### src/lau_pkg.sv
// ~~~~~~~~~~~~~~~~~~~~~~~~~~~~~~
// shared widths, enums and stage structs for the
// difference unit, imported by every RTL module
// ~~~~~~~~~~~~~~~~~~~~~~~~~~~~~~
`default_nettype none

package lau_pkg;

	localparam int LAU_WIDTH = 16; // operand width

	typedef logic [LAU_WIDTH-1:0] word_t; // operands and results
	typedef logic [LAU_WIDTH:0]   wide_t; // difference with borrow on top

	// prefix network choice
	typedef enum logic [1:0] {
		SLOW   = 2'b00,
		MEDIUM = 2'b01,
		FAST   = 2'b10
	} speed_e;

	localparam speed_e LAU_SPEED = FAST;

	typedef enum logic [2:0] {
		OP_SUB     = 3'd0, // a - b, also taken for unused codes
		OP_RSUB    = 3'd1, // b - a
		OP_ABSDIFF = 3'd2,
		OP_MIN     = 3'd3,
		OP_MAX     = 3'd4
	} op_e;

	// result source in execute
	typedef enum logic [1:0] {
		SEL_AB = 2'd0,
		SEL_BA = 2'd1,
		SEL_A  = 2'd2,
		SEL_B  = 2'd3
	} sel_e;

	typedef struct packed {
		op_e   op;
		word_t a;
		word_t b;
	} op_req_t; // 35 bits

	typedef struct packed {
		sel_e  sel;
		logic  by_borrow; // swap source when a < b
		word_t a;
		word_t b;
	} exe_ctrl_t;

	typedef struct packed {
		word_t result;
		logic  borrow; // a < b, unsigned
		logic  zero;   // a == b
	} lau_res_t; // 18 bits

	// floor(log2(n)), -1 for n == 0
	function automatic int log2floor(input int n);
		int m;
		int p;
		m = -1;
		p = 1;
		while (p <= n) begin
			m = m + 1;
			p = p * 2;
		end
		return m;
	endfunction

endpackage

`default_nettype wire

### src/prefix_and_or.sv
// ~~~~~~~~~~~~~~~~~~~~~~~~~~~~~~
// parallel-prefix and-or network for carry lookahead
// speed picks serial, Brent-Kung or Sklansky
// ~~~~~~~~~~~~~~~~~~~~~~~~~~~~~~
`timescale 1ns/1ps
`default_nettype none

module prefix_and_or
	import lau_pkg::*;
#(
	parameter int     width = 8,         // word width
	parameter speed_e speed = LAU_SPEED  // network structure
) (
	input  logic [width-1:0] gi, // generate in
	input  logic [width-1:0] pi, // propagate in
	output logic [width-1:0] go, // group generate out
	output logic [width-1:0] po  // group propagate out
);

	localparam int n = width;
	localparam int m = log2floor(width - 1) + 1; // ceil(log2(width)) levels of depth

	if (speed == FAST) begin : g_sklansky
		// m levels where each bit passes or joins its left half
		logic [(m+1)*n-1:0] gt, pt;

		assign gt[n-1:0] = gi;
		assign pt[n-1:0] = pi;

		for (genvar l = 1; l <= m; l++) begin : g_lvl
			localparam int cur  = l * n;
			localparam int prv  = (l - 1) * n;
			localparam int half = 2**(l-1);
			for (genvar j = 0; j < n; j++) begin : g_bit
				if ((j / half) % 2 == 1) begin : g_node
					// last bit of the lower half of this group
					localparam int src = (j / (2*half)) * (2*half) + half - 1;
					assign gt[cur+j] = gt[prv+j] | (pt[prv+j] & gt[prv+src]);
					assign pt[cur+j] = pt[prv+j] & pt[prv+src];
				end else begin : g_pass
					assign gt[cur+j] = gt[prv+j];
					assign pt[cur+j] = pt[prv+j];
				end
			end
		end

		assign go = gt[(m+1)*n-1 : m*n];
		assign po = pt[(m+1)*n-1 : m*n];
	end else if (speed == MEDIUM) begin : g_brent_kung
		logic [2*m*n-1:0] gt, pt; // up tree then down tree

		assign gt[n-1:0] = gi;
		assign pt[n-1:0] = pi;

		// up sweep with one node at the top of each group
		for (genvar l = 1; l <= m; l++) begin : g_up
			localparam int cur = l * n;
			localparam int prv = (l - 1) * n;
			for (genvar k = 0; k < 2**(m-l); k++) begin : g_grp
				localparam int hi = k * 2**l + 2**l - 1;     // group top
				localparam int lo = k * 2**l + 2**(l-1) - 1; // lower half top
				for (genvar i = 0; i < 2**l - 1; i++) begin : g_bit
					if (k * 2**l + i < n) begin : g_pass
						assign gt[cur+k*2**l+i] = gt[prv+k*2**l+i];
						assign pt[cur+k*2**l+i] = pt[prv+k*2**l+i];
					end
				end
				if (hi < n) begin : g_node
					assign gt[cur+hi] = gt[prv+hi] | (pt[prv+hi] & gt[prv+lo]);
					assign pt[cur+hi] = pt[prv+hi] & pt[prv+lo];
				end
			end
		end

		// down sweep fills the middle of each span
		for (genvar l = m + 1; l < 2*m; l++) begin : g_down
			localparam int cur  = l * n;
			localparam int prv  = (l - 1) * n;
			localparam int span = 2**(2*m-l);
			localparam int half = span / 2;
			for (genvar i = 0; i < span; i++) begin : g_head
				if (i < n) begin : g_pass
					assign gt[cur+i] = gt[prv+i];
					assign pt[cur+i] = pt[prv+i];
				end
			end
			for (genvar k = 1; k < 2**(l-m); k++) begin : g_grp
				localparam int base = k * span;
				for (genvar i = 0; i < span; i++) begin : g_bit
					if (base + i < n && i == half - 1) begin : g_node
						assign gt[cur+base+i] = gt[prv+base+i]
							| (pt[prv+base+i] & gt[prv+base-1]); // join prefix below span
						assign pt[cur+base+i] = pt[prv+base+i] & pt[prv+base-1];
					end else if (base + i < n) begin : g_pass
						assign gt[cur+base+i] = gt[prv+base+i];
						assign pt[cur+base+i] = pt[prv+base+i];
					end
				end
			end
		end

		assign go = gt[2*m*n-1 : (2*m-1)*n];
		assign po = pt[2*m*n-1 : (2*m-1)*n];
	end else begin : g_serial
		// ripple chain is smallest and slowest
		logic [n-1:0] gt, pt;

		assign gt[0] = gi[0];
		assign pt[0] = pi[0];
		for (genvar i = 1; i < n; i++) begin : g_bit
			assign gt[i] = gi[i] | (pi[i] & gt[i-1]);
			assign pt[i] = pi[i] & pt[i-1];
		end

		assign go = gt;
		assign po = pt;
	end

endmodule

`default_nettype wire

### src/prefix_sub.sv
// ~~~~~~~~~~~~~~~~~~~~~~~~~~~~~~
// carry-lookahead subtractor, s = a - b
// width must be at least 2
// ~~~~~~~~~~~~~~~~~~~~~~~~~~~~~~
`timescale 1ns/1ps
`default_nettype none

module prefix_sub
	import lau_pkg::*;
#(
	parameter int     width = 8,
	parameter speed_e speed = LAU_SPEED
) (
	input  logic [width-1:0] a,
	input  logic [width-1:0] b,
	output logic [width-1:0] s // wraps modulo 2**width
);

	logic [width-1:0] bn;     // b inverted
	logic [width-1:0] gi, pi; // per-bit generate / propagate
	logic [width-1:0] go;     // carry into the next bit
	logic [width-1:0] ht;     // half sum a ^ ~b

	assign bn = ~b;

	// bit 0 absorbs the +1 of two's complement
	assign gi[0] = a[0] | bn[0];
	assign pi[0] = 1'b0;
	assign ht[0] = a[0] ^ bn[0];

	for (genvar i = 1; i < width; i++) begin : g_pre
		assign gi[i] = a[i] & bn[i];
		assign pi[i] = a[i] | bn[i];
		assign ht[i] = ~gi[i] & pi[i]; // xor from g and p
	end

	prefix_and_or #(
		.width(width),
		.speed(speed)
	) u_prefix (
		.gi(gi),
		.pi(pi),
		.go(go),
		.po() // group propagate not needed here
	);

	assign s = ht ^ {go[width-2:0], 1'b1}; // carry in of bit 0 is 1

endmodule

`default_nettype wire

### src/lau_decode.sv
// ~~~~~~~~~~~~~~~~~~~~~~~~~~~~~~
// decode stage, latches a request on in_valid
// and maps the opcode to execute controls
// ~~~~~~~~~~~~~~~~~~~~~~~~~~~~~~
`timescale 1ns/1ps
`default_nettype none

module lau_decode
	import lau_pkg::*;
(
	input  logic      clk,
	input  logic      rst_n,
	input  logic      in_valid, // one-cycle strobe
	input  op_req_t   in_req,
	output logic      d_valid,
	output exe_ctrl_t d_ctrl
);

	exe_ctrl_t ctrl_next;

	always_comb begin
		ctrl_next.a         = in_req.a;
		ctrl_next.b         = in_req.b;
		ctrl_next.by_borrow = 1'b0;
		case (in_req.op)
			OP_RSUB: ctrl_next.sel = SEL_BA;
			OP_ABSDIFF: begin
				ctrl_next.sel       = SEL_AB; // becomes b - a when a < b
				ctrl_next.by_borrow = 1'b1;
			end
			// min starts from b, swapped to a when a < b
			OP_MIN: begin
				ctrl_next.sel       = SEL_B;
				ctrl_next.by_borrow = 1'b1;
			end
			OP_MAX: begin
				ctrl_next.sel       = SEL_A; // swapped to b when a < b
				ctrl_next.by_borrow = 1'b1;
			end
			default: ctrl_next.sel = SEL_AB; // OP_SUB and unused codes
		endcase
	end

	always_ff @(posedge clk or negedge rst_n) begin
		if (!rst_n) begin
			d_valid <= 1'b0;
			d_ctrl  <= '0;
		end else begin
			d_valid <= in_valid;
			if (in_valid)
				d_ctrl <= ctrl_next; // hold between strobes
		end
	end

endmodule

`default_nettype wire

### src/lau_execute.sv
// ~~~~~~~~~~~~~~~~~~~~~~~~~~~~~~
// execute stage, purely combinational
// both differences, flags and result mux
// ~~~~~~~~~~~~~~~~~~~~~~~~~~~~~~
`timescale 1ns/1ps
`default_nettype none

module lau_execute
	import lau_pkg::*;
#(
	parameter speed_e speed = LAU_SPEED
) (
	input  exe_ctrl_t d_ctrl,
	output lau_res_t  x_res
);

	wide_t diff_ab; // a - b, top bit is borrow
	wide_t diff_ba; // b - a
	logic  borrow;
	sel_e  sel;     // source after the borrow swap

	// one extra bit so the top of the difference is the borrow
	prefix_sub #(
		.width(LAU_WIDTH + 1),
		.speed(speed)
	) u_sub_ab (
		.a({1'b0, d_ctrl.a}),
		.b({1'b0, d_ctrl.b}),
		.s(diff_ab)
	);

	prefix_sub #(
		.width(LAU_WIDTH + 1),
		.speed(speed)
	) u_sub_ba (
		.a({1'b0, d_ctrl.b}),
		.b({1'b0, d_ctrl.a}),
		.s(diff_ba)
	);

	assign borrow = diff_ab[LAU_WIDTH];

	always_comb begin
		sel = d_ctrl.sel;
		if (d_ctrl.by_borrow && borrow) begin
			case (d_ctrl.sel)
				SEL_AB:  sel = SEL_BA; // absdiff
				SEL_A:   sel = SEL_B;
				SEL_B:   sel = SEL_A;
				default: sel = d_ctrl.sel;
			endcase
		end
	end

	always_comb begin
		x_res.borrow = borrow;
		x_res.zero   = ~|diff_ab[LAU_WIDTH-1:0]; // a == b
		case (sel)
			SEL_BA:  x_res.result = diff_ba[LAU_WIDTH-1:0];
			SEL_A:   x_res.result = d_ctrl.a;
			SEL_B:   x_res.result = d_ctrl.b;
			default: x_res.result = diff_ab[LAU_WIDTH-1:0];
		endcase
	end

endmodule

`default_nettype wire

### src/lau_result.sv
// ~~~~~~~~~~~~~~~~~~~~~~~~~~~~~~
// result stage, registers execute output
// and raises out_valid for one cycle
// ~~~~~~~~~~~~~~~~~~~~~~~~~~~~~~
`timescale 1ns/1ps
`default_nettype none

module lau_result
	import lau_pkg::*;
(
	input  logic     clk,
	input  logic     rst_n,
	input  logic     d_valid, // decode strobe, skips execute
	input  lau_res_t x_res,
	output logic     out_valid,
	output lau_res_t out_res
);

	always_ff @(posedge clk or negedge rst_n) begin
		if (!rst_n) begin
			out_valid <= 1'b0;
			out_res   <= '0;
		end else begin
			out_valid <= d_valid; // pulse, no stall
			if (d_valid)
				out_res <= x_res;
			// else keep last result on the bus
		end
	end

endmodule

`default_nettype wire

### src/lau_top.sv
// ~~~~~~~~~~~~~~~~~~~~~~~~~~~~~~
// difference unit top, decode -> execute -> result
// fixed 2 cycle latency, one op per cycle
// ~~~~~~~~~~~~~~~~~~~~~~~~~~~~~~
`timescale 1ns/1ps
`default_nettype none

module lau_top
	import lau_pkg::*;
#(
	parameter speed_e speed = LAU_SPEED // prefix network in execute
) (
	input  logic     clk,
	input  logic     rst_n,
	input  logic     in_valid,
	input  op_req_t  in_req,
	output logic     out_valid,
	output lau_res_t out_res
);

	logic      d_valid; // decode to result
	exe_ctrl_t d_ctrl;  // decode to execute
	lau_res_t  x_res;   // execute to result

	lau_decode u_decode (
		.clk(clk),
		.rst_n(rst_n),
		.in_valid(in_valid),
		.in_req(in_req),
		.d_valid(d_valid),
		.d_ctrl(d_ctrl)
	);

	lau_execute #(
		.speed(speed)
	) u_execute (
		.d_ctrl(d_ctrl),
		.x_res(x_res)
	);

	lau_result u_result (
		.clk(clk),
		.rst_n(rst_n),
		.d_valid(d_valid),
		.x_res(x_res),
		.out_valid(out_valid),
		.out_res(out_res)
	);

endmodule

`default_nettype wire

### config.mk
export PLATFORM = sky130hd
export DESIGN_NAME = lau_top
export DESIGN_NICKNAME = d
export VERILOG_FILES = /design/src/lau_pkg.sv /design/src/prefix_and_or.sv /design/src/prefix_sub.sv /design/src/lau_decode.sv /design/src/lau_execute.sv /design/src/lau_result.sv /design/src/lau_top.sv
export SDC_FILE = /design/constraint.sdc
export NUM_CORES = 1
export LEC_CHECK = 0
export BUFFER_PORTS_ARGS = -buffer_cell sky130_fd_sc_hd__buf_2
export CAP_MARGIN = 20
export CORE_MARGIN = 2
export CORE_UTILIZATION = 30
export DETAILED_ROUTE_END_ITERATION = 6
export SLEW_MARGIN = 5
export SYNTH_ARGS = -nofsm -noshare
export SYNTH_HDL_FRONTEND = slang
export SYNTH_SLANG_ARGS = --single-unit
### constraint.sdc
create_clock -name clk -period 8.62 [get_ports clk]
set_input_delay 2.586 -clock clk [delete_from_list [all_inputs] [get_ports clk]]
set_output_delay 2.586 -clock clk [all_outputs]
set_load 0.02 [all_outputs]
Yosys cells after proc, flatten, opt, wreduce, memory -nomap -nowiden:

Cells that the tools add are included.

* output and inout bits: 19
* input bits: 38
* word-level logic and storage cells: 307
* bits in registers: 55

* bitwise logic cells: 279
* reduce and logical (&&, ||, !) cells: 5
* equal/unequal tests: 9
* mux-type cells: 5

Operators by type and width (number)
* 1-bit AND: 151
* 1-bit OR: 92
* 16-bit case mux with 3 select lines: 1
* 1-bit inverter: 30
* 16-bit inverter with 17-bit output: 1
* 17-bit bitwise XOR: 1
* 16-bit inverter: 1
* 16-bit OR reduction: 1
* 16-bit bitwise XOR: 1
* 2-bit case mux with 3 select lines: 2
* 2-bit == test, second input constant: 4
* 3-bit by 2-bit == test with 1-bit output, second input constant: 2
* 3-bit by 1-bit == test with 1-bit output, second input constant: 1
* 3-bit == test, second input constant: 1
* 3-bit OR reduction: 1
* 2-bit by 1-bit == test with 1-bit output, second input constant: 1
* 2-bit logical NOT: 1
* 2-bit two-way mux: 1
* 1-bit bitwise XOR: 2
* 1-bit logical AND: 1
* 1-bit logical NOT: 1
* 1-bit two-way mux: 1

Longest topological paths before layout:

Gate-level depths: netlist (run 1).

* word-level depth: 15
* mapped depth: 14
* mapped depth without buffers: 14

Modules after synthesis:

A second synthesis (run 1) with hierarchy kept.

* cell total of the unflattened synthesis: 583
* area, all modules: 5226.3 um2

By module, submodules not included
* prefix_sub: cells each 101, area an instance 748.2 um2, times used 2
* lau_decode: cells each 82, area an instance 1411.4 um2, times used 1
* prefix_and_or: cells each 78, area an instance 462.9 um2, times used 2
* lau_result: cells each 39, area an instance 747.0 um2, times used 1
* lau_execute: cells each 104, area an instance 645.6 um2, times used 1

Worst setup path before layout (run 1):

Ideal clock, no wire load.

* path type: in2reg
* start point: input port in_valid
* end point: register, netlist name u_decode.d_ctrl[33]
* data arrival time: 3.201 ns
* setup time: 0.083 ns
* path slack: 5.337 ns
* stages on the path: 4
* buffers on the path: 2
* cell sequence: clkbuf_1 -> clkbuf_1 -> nand3b_1 -> o21ai_0

RTL lines
* from (decl): RTL line lau_top.sv:15 `input logic in_valid,`

Final worst setup path (run 1):

* start point: register, netlist name u_decode.d_ctrl[16]
* end point: register, netlist name u_result.out_res[5]

* longest elaborated chain between the ends: 14
* elaborated cells on any way between the ends: 25
* classes of those cells: 3 x eq/ne; 2 x mux; 19 x bitwise; 1 x reduce/logical

RTL lines
* 1-bit OR: RTL line prefix_sub.sv:27 `assign gi[0] = a[0] | bn[0];`
* 1-bit AND: RTL line prefix_and_or.sv:38 `assign gt[cur+j] = gt[prv+j] | (pt[prv+j] & gt[prv+src]);`
* 1-bit OR: RTL line prefix_and_or.sv:38
* 1-bit AND: RTL line prefix_and_or.sv:38
* 1-bit OR: RTL line prefix_and_or.sv:38
* 1-bit AND: RTL line prefix_and_or.sv:38
* 1-bit OR: RTL line prefix_and_or.sv:38
* 1-bit AND: RTL line prefix_and_or.sv:38
* 1-bit OR: RTL line prefix_and_or.sv:38
* 17-bit bitwise XOR: RTL line prefix_sub.sv:47 `assign s = ht ^ {go[width-2:0], 1'b1};`
* 1-bit logical AND: RTL line lau_execute.sv:45 `if (d_ctrl.by_borrow && borrow) begin`
* 2-bit two-way mux: RTL line lau_execute.sv:45
* 2-bit == test / 2-bit by 1-bit == test with 1-bit output (equally long branches): RTL line lau_execute.sv:58 `case (sel)`
* 16-bit case mux with 3 select lines (*): RTL line lau_execute.sv:58

Every way passes the cells marked *; elsewhere a longest branch is shown, timed or not.
A chain may end at the register's enable or synchronous reset.

==> key figures, run 1 <==
Synth
  – Register area share after synthesis: 0.338
  – Yosys warns: 0
  – Ys async rst share: 1.00
  – Distinct cells, synth: 58
  – Post-synth EDFFs: 0
  – Gate Count Post-Synth: 483
  – Avg Inst Size Synth: 8.44 sq um
  – Top FF cell, synth: dfrtp_1
  – Mapped Nets: 559
  – Mapped cell area: 4080 sq um
  – Yosys reg bits: 55

Global route
  – Vias in the first global route: 3709
  – GRT Util Overall: 0.159
  – First-pass GRT wire length: 18500 microns
  – Initial antenna violation count: 0
  – Largest net degree at the start of global routing: 72
  – GRT overflow: 0

Timing
  – Post-Route Skew: 7.46 ps
  – Hold slack: 497 ps
  – Setup TNS: 0 ps
  – Post-layout minimum cycle time: 3680 ps
  – Slew Viols, Final: 0
  – Hold Fails Final Rpt: 0
  – Setup Viol. Count Final: 0
  – Final period util: 0.427
  – Peak Freq: 272 MHz
  – Tightest Pin Transition: 1000 ps
  – Worst slew margin: 0.332
  – RSZ-0062 raised after global routing: no

Detailed routing
  – Residual DRC: 0
  – Detailed Route WL: 11200 microns
  – Routed vias: 3639
  – Vias per inst: 5.15
  – Drt first pass iters: 4
  – Detail Route Antenna Nets: 0
  – DRT iter0 DRCs: 299
  – Drt wl/cell: 15.8 microns

Cells and area
  – Share of cells above drive strength 1: 0.162
  – Fin util: 0.354
  – Antenna cells: 0
  – Layout area overhead: 15.1%
  – Fin nets: 606
  – Design Area, Final: 4690 sq um
  – Filler cell count: 1406
  – Most frequent cells in the layout: nand2_1 (57), buf_2 (56), inv_1 (55), dfrtp_1 (55), o21ai_0 (51)
  – Commonest non-fill, non-tap cell in the layout: nand2_1

Power
  – PD cells: 197 nW/um^2
  – Design Power: 0.000922 W
  – Pleak: 2.14 nW
  – Max IR drop VDD: 0.000114 V

Place
  – Post-DP HPWL: 8260 microns
  – Cell area after placement: 4530 sq um
  – PortBufs: 56
  – GPL Wtd Cong: 0.870

Outcome
  – Status: complete, no violations

Clock network
  – Clock Sinks: 55
  – CTS Buf Count: 5
  – Root Driver: clkbuf_16
  – Worst-Skew Late Latency: 290 ps
  – Cts repair resizes: 0
  – Post-CTS Setup Repair Bufs: 0
  – Cts hold-fix bufs: 0
  – H-tree levels: 2
  – Clk buf depth: 2
  – CTS tree: built
  – Clock transition at path regs: 70 ps

Critical path
  – Max FO, Critical Path: 8
  – Worst path required time: 8780 ps
  – Critical Path Max Stage Delay: 600 ps
  – Worst Path Arrival: 3840 ps
  – CP Class: flip-flop to flip-flop
  – Crit-path cells: inv_1 -> ha_1 -> inv_1 -> fa_1 -> nor2b_1 -> nor3_2 -> o211ai_2 -> a31o_2 -> a21oi_1 -> nand2_1 -> a221oi_1 -> o22ai_1
  – CP Launch Type: flip-flop
  – Slowest cell on the critical path: a21oi_1
  – CP dominant cell by count: inv_1
  – Crit end category: flip-flop

Floorplanning
  – Rows: 42
  – Core Area: 13200 sq um
  – Die Y: 121 microns
  – Die width: 121 microns
  – Ports: 57
  – Full die area: 14500 sq um
  – Initial core utilization: 0.308

Job
  – Max Cap Viol: 0

Min path
  – HP Class: flip-flop to flip-flop
[critical path: cells and delay by family (launching register included)]
family	cells	cell delay (ps)
buf+inv	2	140
simple gates	3	840
fa+ha+maj	2	530
flops	1	410
compound gates	5	1620
[state kept, by name (all words and copies together), names as in the netlist]
register / count
u_result.out_res: 18
u_decode.d_valid: 1
u_decode.d_ctrl: 35
u_result.out_valid: 1
[Yosys cell counts, types with 7 or more instances]
master    number  area, sq um
xnor2_1       12          105
nor2_1        22         82.6
nand3_1        7         35.0
nand2_1       57          214
dfrtp_1       55         1380
nor3_1        14         70.1
nand2b_1      10         62.6
a21oi_1       28          140
clkbuf_1      20         75.1
inv_1         55          206
mux2i_1        7         70.1
o21ai_0       51          255
a211oi_1       8         60.1
ha_1          30          375
nor2b_1       10         62.6
fa_1           8          160
[per-stage QoR]
stage,setup WS [ps],cells
2_1_floorplan,5340,483
3_3_place_gp,4870,698
3_5_place_dp,4790,698
4_1_cts,4960,705
5_1_grt,4740,706
6_report,4940,706
[area by class of cell]
type | instances | area (sq um) | area share
sequential | 55 | 1380 | 0.293
tap | 176 | 220 | 0.0470
clock buffer | 6 | 139 | 0.0296
clock inverter | 1 | 5.00 | 0.00107
timing repair buffer | 61 | 330 | 0.0704
inverter | 57 | 214 | 0.0456
multi-input combinational | 350 | 2400 | 0.513
[routing by layer]
layer	share of wire	up-vias	global-route usage
met2	0.49	89	0.277
li1	-	1760	-
met1	0.46	1780	0.205
met3	0.044	10	0.0255
met5	0	-	0
met4	0.0086	0	0.0385
[kinds of logic (layout without fill, tap and decap cells)]
| family | after synthesis | in the layout | share of synthesized area |
|---|---|---|---|
| and+or+nand+nor | 134 | 134 | 0.156 |
| xor gates and xnor gates | 18 | 18 | 0.0387 |
| DFF | 55 | 55 | 0.338 |
| muxes | 10 | 10 | 0.0255 |
| adders and majority gates | 38 | 38 | 0.131 |
| buffers and inverters | 78 | 125 | 0.0722 |
| AOI/OAI and AO/OA | 150 | 150 | 0.239 |
[power breakdown]
group	total, W	switching, W	internal [W]
logic	0.000391	0.000237	0.000153
registers	0.000327	0.0000302	0.000297
clock network	0.000205	0.0000908	0.000114
total	0.000922	0.000358	0.000564
[final timing paths]
kind,to,depth (start not counted),slack [ps],start
min in group asynchronous,u_result.out_valid,2,2420,rst_n
max reg2reg,u_result.out_res[5],12,4940,u_decode.d_ctrl[16]
max in group asynchronous,u_decode.d_valid,2,5720,rst_n
max,u_result.out_res[5],12,4940,u_decode.d_ctrl[16]
min reg2reg,u_result.out_res[17],2,500,u_result.out_res[17]
min,u_result.out_res[17],2,500,u_result.out_res[17]
Power figures use the tool's default switching activity.
==> inputs of run 2 (changes only) <==
==> constraint.sdc (replaced) <==
create_clock -name clk -period 3.55 [get_ports clk]
set_input_delay 1.065 -clock clk [delete_from_list [all_inputs] [get_ports clk]]
set_output_delay 1.065 -clock clk [all_outputs]
set_load 0.02 [all_outputs]
==> key figures, run 2 (synthesis gave the netlist of run 1 again) <==
Cells and area
  – Share of cells above drive strength 1: 0.172
  – Design Area, Final: 4730 sq um
  – Fin nets: 611
  – Most flop-heavy register: u_decode.d_ctrl
  – Top Registers: u_decode.d_ctrl: 35 flops, u_result.out_res: 18 flops
  – Area of the multi-input gates: 2400 sq um
  – Sequential Area: 1380 sq um
  – Most frequent cells in the layout: nand2_1 (57), buf_2 (56), inv_1 (55), dfrtp_1 (55), o21ai_0 (51)
  – Layout area overhead: 16.1%
  – Commonest non-fill, non-tap cell in the layout: nand2_1
  – Filler cell count: 1433
  – Largest register FFs: 35
  – Antenna cells: 0

Timing
  – Post-layout minimum cycle time: 3270 ps
  – Worst slew margin: 0.371
  – Slew Viols, Final: 0
  – Tightest Pin Transition: 943 ps
  – Peak Freq: 306 MHz
  – Post-Route Skew: 7.61 ps
  – Hold Fails Final Rpt: 0
  – Setup TNS: 0 ps
  – Final setup margin: 285 ps
  – RSZ-0062 raised after global routing: no
  – Hold slack: 511 ps
  – Final period util: 0.920
  – Setup Viol. Count Final: 0

Power
  – PD cells: 483 nW/um^2
  – Max IR drop VDD: 0.000222 V
  – Pleak: 2.17 nW

Clock network
  – Cts hold-fix bufs: 0
  – CTS tree: built
  – Worst-Skew Late Latency: 300 ps
  – Cts repair resizes: 0
  – Post-CTS Setup Repair Bufs: 0
  – Clock transition at path regs: 70 ps
  – Clk buf depth: 2
  – Clock Sinks: 55
  – H-tree levels: 2
  – CTS Buf Count: 5
  – Root Driver: clkbuf_16

Critical path
  – Crit-path cells: inv_1 -> ha_1 -> inv_1 -> fa_1 -> nor2b_1 -> nor3_2 -> o211ai_2 -> a31oi_1 -> o21ai_1 -> nand2_1 -> a211oi_1 -> o41ai_1
  – CP startpoint: u_decode.d_ctrl[16]
  – Reg2reg start: u_decode.d_ctrl[16]
  – Slowest cell on the critical path: a31oi_1
  – Worst path required time: 3740 ps
  – CP dominant cell by count: inv_1
  – CP Launch Type: flip-flop
  – Max FO, Critical Path: 8
  – CP Class: flip-flop to flip-flop
  – Worst Path Arrival: 3450 ps
  – Critical Path Max Stage Delay: 490 ps
  – Crit end category: flip-flop

Place
  – Post-DP HPWL: 8560 microns
  – PortBufs: 56
  – GPL Wtd Cong: 0.863
  – Cell area after placement: 4570 sq um
  – Pre-CTS setup slack: 364 ps

Floorplanning
  – Ports: 57
  – Die Y: 121 microns
  – Initial core utilization: 0.308
  – Rows: 42
  – Full die area: 14500 sq um
  – Core Area: 13200 sq um
  – Die width: 121 microns

Detailed routing
  – DRT iter0 DRCs: 372
  – Vias per inst: 5.23
  – Drt first pass iters: 5
  – Drt wl/cell: 15.9 microns
  – Detailed Route WL: 11300 microns
  – Routed vias: 3724
  – Residual DRC: 0
  – Detail Route Antenna Nets: 0

Global route
  – First-pass GRT wire length: 18700 microns
  – GRT Util Overall: 0.162
  – Largest net degree at the start of global routing: 72
  – Initial antenna violation count: 0
  – Vias in the first global route: 3714
  – GRT overflow: 0

Min path
  – Hold Crit Start: u_result.out_res[9]
  – HP Class: flip-flop to flip-flop

Outcome
  – Status: complete, no violations

Job
  – Max Cap Viol: 0
run 2: cell count changes in the layout (fill, tap and decap cells not counted):
cell,previous run,this run
buf_12,1,0
buf_4,4,10
clkbuf_8,1,2
clkinv_2,1,0
clkinvlp_4,0,1
run 2: worst paths after layout:
path                            cells past startpoint  slack [ps]                    to
min in group asynchronous                           1         910  u_result.out_res[15]
worst max-delay path                               12         280  u_result.out_res[17]
max in group asynchronous                           2        1950    u_decode.d_ctrl[4]
worst max register to register                     12         280  u_result.out_res[17]
worst min register to register                      2         510   u_result.out_res[9]
worst min-delay path                                2         510   u_result.out_res[9]
run 2: cell type report:
cell class | count | area share
sequential | 55 | 0.291
tap | 176 | 0.0465
timing repair buffer | 66 | 0.0751
clock buffer | 7 | 0.0323
clock inverter | 1 | 0.00159
multi-input combinational | 350 | 0.508
inverter | 57 | 0.0452
run 2: per-stage QoR:
stage               instances  total power, W  utilization
finish                    712         0.00228        0.357
CTS                       712         0.00230        0.357
global route              712         0.00244        0.357
detailed placement        704         0.00176        0.345
global placement          704         0.00175        0.345
floorplan                 483         0.00146            -
run 2: power by group:
part | switching, W | total [W] | leakage, nW | internal (W)
clock network | 0.000230 | 0.000530 | 0.0761 | 0.000301
registers | 0.0000775 | 0.000798 | 0.666 | 0.000720
logic | 0.000576 | 0.000957 | 1.42 | 0.000381
run 2: metal layers:
metal	up-vias	share of wire	track usage	wire [microns]
met4	0	0.027	0.0589	301
met3	30	0.054	0.0274	607
met2	134	0.48	0.270	5390
met1	1783	0.44	0.210	5040
met5	-	0	0	0
li1	1777	-	-	-
run 2: critical path, delay by kind of cell, from the launching register on:
kind	cells	cell delay, ps
adders and majority gates	2	530
DFF	1	400
AOI/OAI and AO/OA	5	1380
buffers and inverters	2	130
and+or+nand+nor	3	710
==> inputs of run 3 (changes only) <==
--- a/config.mk
+++ b/config.mk
@@ -7,9 +7,12 @@
 export LEC_CHECK = 0
 export BUFFER_PORTS_ARGS = -buffer_cell sky130_fd_sc_hd__buf_2
 export CAP_MARGIN = 20
+export CELL_PAD_IN_SITES_DETAIL_PLACEMENT = 0
+export CELL_PAD_IN_SITES_GLOBAL_PLACEMENT = 1
 export CORE_MARGIN = 2
 export CORE_UTILIZATION = 30
 export DETAILED_ROUTE_END_ITERATION = 6
+export PLACE_DENSITY_LB_ADDON = 0.1
 export SLEW_MARGIN = 5
 export SYNTH_ARGS = -nofsm -noshare
 export SYNTH_HDL_FRONTEND = slang
==> key figures, run 3 (synthesis gave the netlist of run 1 again) <==
Outcome
  – Status: complete, no violations

Timing
  – Post-layout minimum cycle time: 3230 ps
  – Setup Viol. Count Final: 0
  – Peak Freq: 310 MHz
  – Tightest Pin Transition: 688 ps
  – Worst slew margin: 0.541
  – Post-Route Skew: 6.82 ps
  – Setup TNS: 0 ps
  – Final period util: 0.910
  – Final setup margin: 321 ps
  – RSZ-0062 raised after global routing: no
  – Hold Fails Final Rpt: 0
  – Slew Viols, Final: 0

Power
  – Max IR drop VDD: 0.000187 V
  – PD cells: 481 nW/um^2
  – Pleak: 2.17 nW

Detailed routing
  – Drt wl/cell: 17.0 microns
  – Metal3 WL: 444 microns
  – Met2 WL post-DR: 5980 microns
  – Drt first pass iters: 4
  – Vias per inst: 5.07
  – Detail Route Antenna Nets: 0
  – Residual DRC: 0
  – Routed vias: 3620
  – DRT iter0 DRCs: 222
  – Met1 wire length: 5430 microns
  – Top Layer Used: met4
  – Detailed Route WL: 12100 microns

Clock network
  – Cts repair resizes: 0
  – Post-CTS Setup Repair Bufs: 0
  – H-tree levels: 2
  – CTS tree: built
  – Clock transition at path regs: 70 ps
  – Worst-Skew Late Latency: 310 ps
  – Root Driver: clkbuf_16
  – Clk buf depth: 2
  – CTS Buf Count: 5
  – Clock Sinks: 55
  – Cts hold-fix bufs: 0

Place
  – Post-DP HPWL: 9180 microns
  – Pre-CTS setup slack: 359 ps
  – PortBufs: 56
  – GPL Wtd Cong: 0.805

Floorplanning
  – Initial core utilization: 0.308
  – Die Y: 121 microns
  – Rows: 42
  – Ports: 57
  – Die width: 121 microns
  – Full die area: 14500 sq um
  – Core Area: 13200 sq um

Min path
  – WHS Path Cells: 2
  – Hold Crit Start: u_result.out_res[17]
  – HP Class: flip-flop to flip-flop

Critical path
  – Crit end category: flip-flop
  – CP startpoint: u_decode.d_ctrl[16]
  – R2R Path End: u_result.out_res[17]
  – Max FO, Critical Path: 6
  – Worst Path Arrival: 3420 ps
  – Worst path required time: 3740 ps
  – Flop2flop setup slack: 320 ps
  – Reg2reg start: u_decode.d_ctrl[16]
  – Reg2reg path depth: 13
  – CP Launch Type: flip-flop
  – CP Class: flip-flop to flip-flop
  – Worst Setup EP: u_result.out_res[17]

Cells and area
  – Share of cells above drive strength 1: 0.175
  – Fin nets: 613
  – Largest register FFs: 35
  – Most frequent cells in the layout: nand2_1 (57), buf_2 (56), inv_1 (55), dfrtp_1 (55), o21ai_0 (51)
  – Commonest non-fill, non-tap cell in the layout: nand2_1
  – Most flop-heavy register: u_decode.d_ctrl
  – Layout area overhead: 16.1%
  – Top Registers: u_decode.d_ctrl: 35 flops, u_result.out_res: 18 flops
  – Antenna cells: 0

Global route
  – Largest net degree at the start of global routing: 72
  – GRT overflow: 0
  – GRT Util Overall: 0.177
  – First-pass GRT wire length: 19800 microns
  – Vias in the first global route: 3750
  – Initial antenna violation count: 0

Job
  – Max Cap Viol: 0
## run 3: cell types whose count changed in the layout (fill, tap and decap cells not counted), sizes merged
cell / before / now
buf: 66 / 68
clkbuf: 7 / 5
clkinv: 0 / 1
clkinvlp: 1 / 2
## run 3: power breakdown
| part | internal [W] | switching [W] |
|---|---|---|
| Combinational | 0.000387 | 0.000589 |
| Clock | 0.000261 | 0.000244 |
| Sequential | 0.000720 | 0.0000744 |
## run 3: critical path, cell delays in order, from the launching register on
cell and delay, ps:
dfrtp_1 410, inv_1 80, ha_1 140, inv_1 50
fa_1 390, nor2b_1 170, nor3_2 170, o211ai_2 190
a31oi_1 540, o21ai_1 250, nand2_1 160, buf_4 150
a211oi_1 70, o41ai_1 370
## run 3: routing by layer
layer / track usage / up-vias
met5: 0 / -
met4: 0.0560 / 0
met3: 0.0321 / 20
met2: 0.306 / 80
met1: 0.223 / 1742
li1: - / 1778
## run 3: worst min-delay path by stage
stage | slack (ps) | end
detailed placement | 500 | u_result.out_res[2]
global placement | 490 | u_result.out_res[2]
global route | 540 | u_result.out_res[2]
floorplan | 350 | u_result.out_valid
CTS | 520 | u_result.out_res[17]
finish | 510 | u_result.out_res[17]
## run 3: area by class of cell
cell class	count	area, sq um
Clock buffer	5	125
Clock inverter	3	20.0
Fill cell	1428	8510
Inverter	57	214
Multi-Input combinational cell	350	2400
Sequential cell	55	1380
Tap cell	176	220
Timing Repair Buffer	68	370
## run 3: through the flow
step,cells,utilization,hold slack [ps],power [W],area (sq um)
final,714,0.357,505,0.00228,4730
after global routing,714,0.357,543,0.00245,4730
after CTS,714,0.357,516,0.00231,4730
after detailed placement,706,0.346,505,0.00179,4590
after global placement,706,0.346,493,0.00179,4590
after floorplan,483,-,352,0.00146,4080
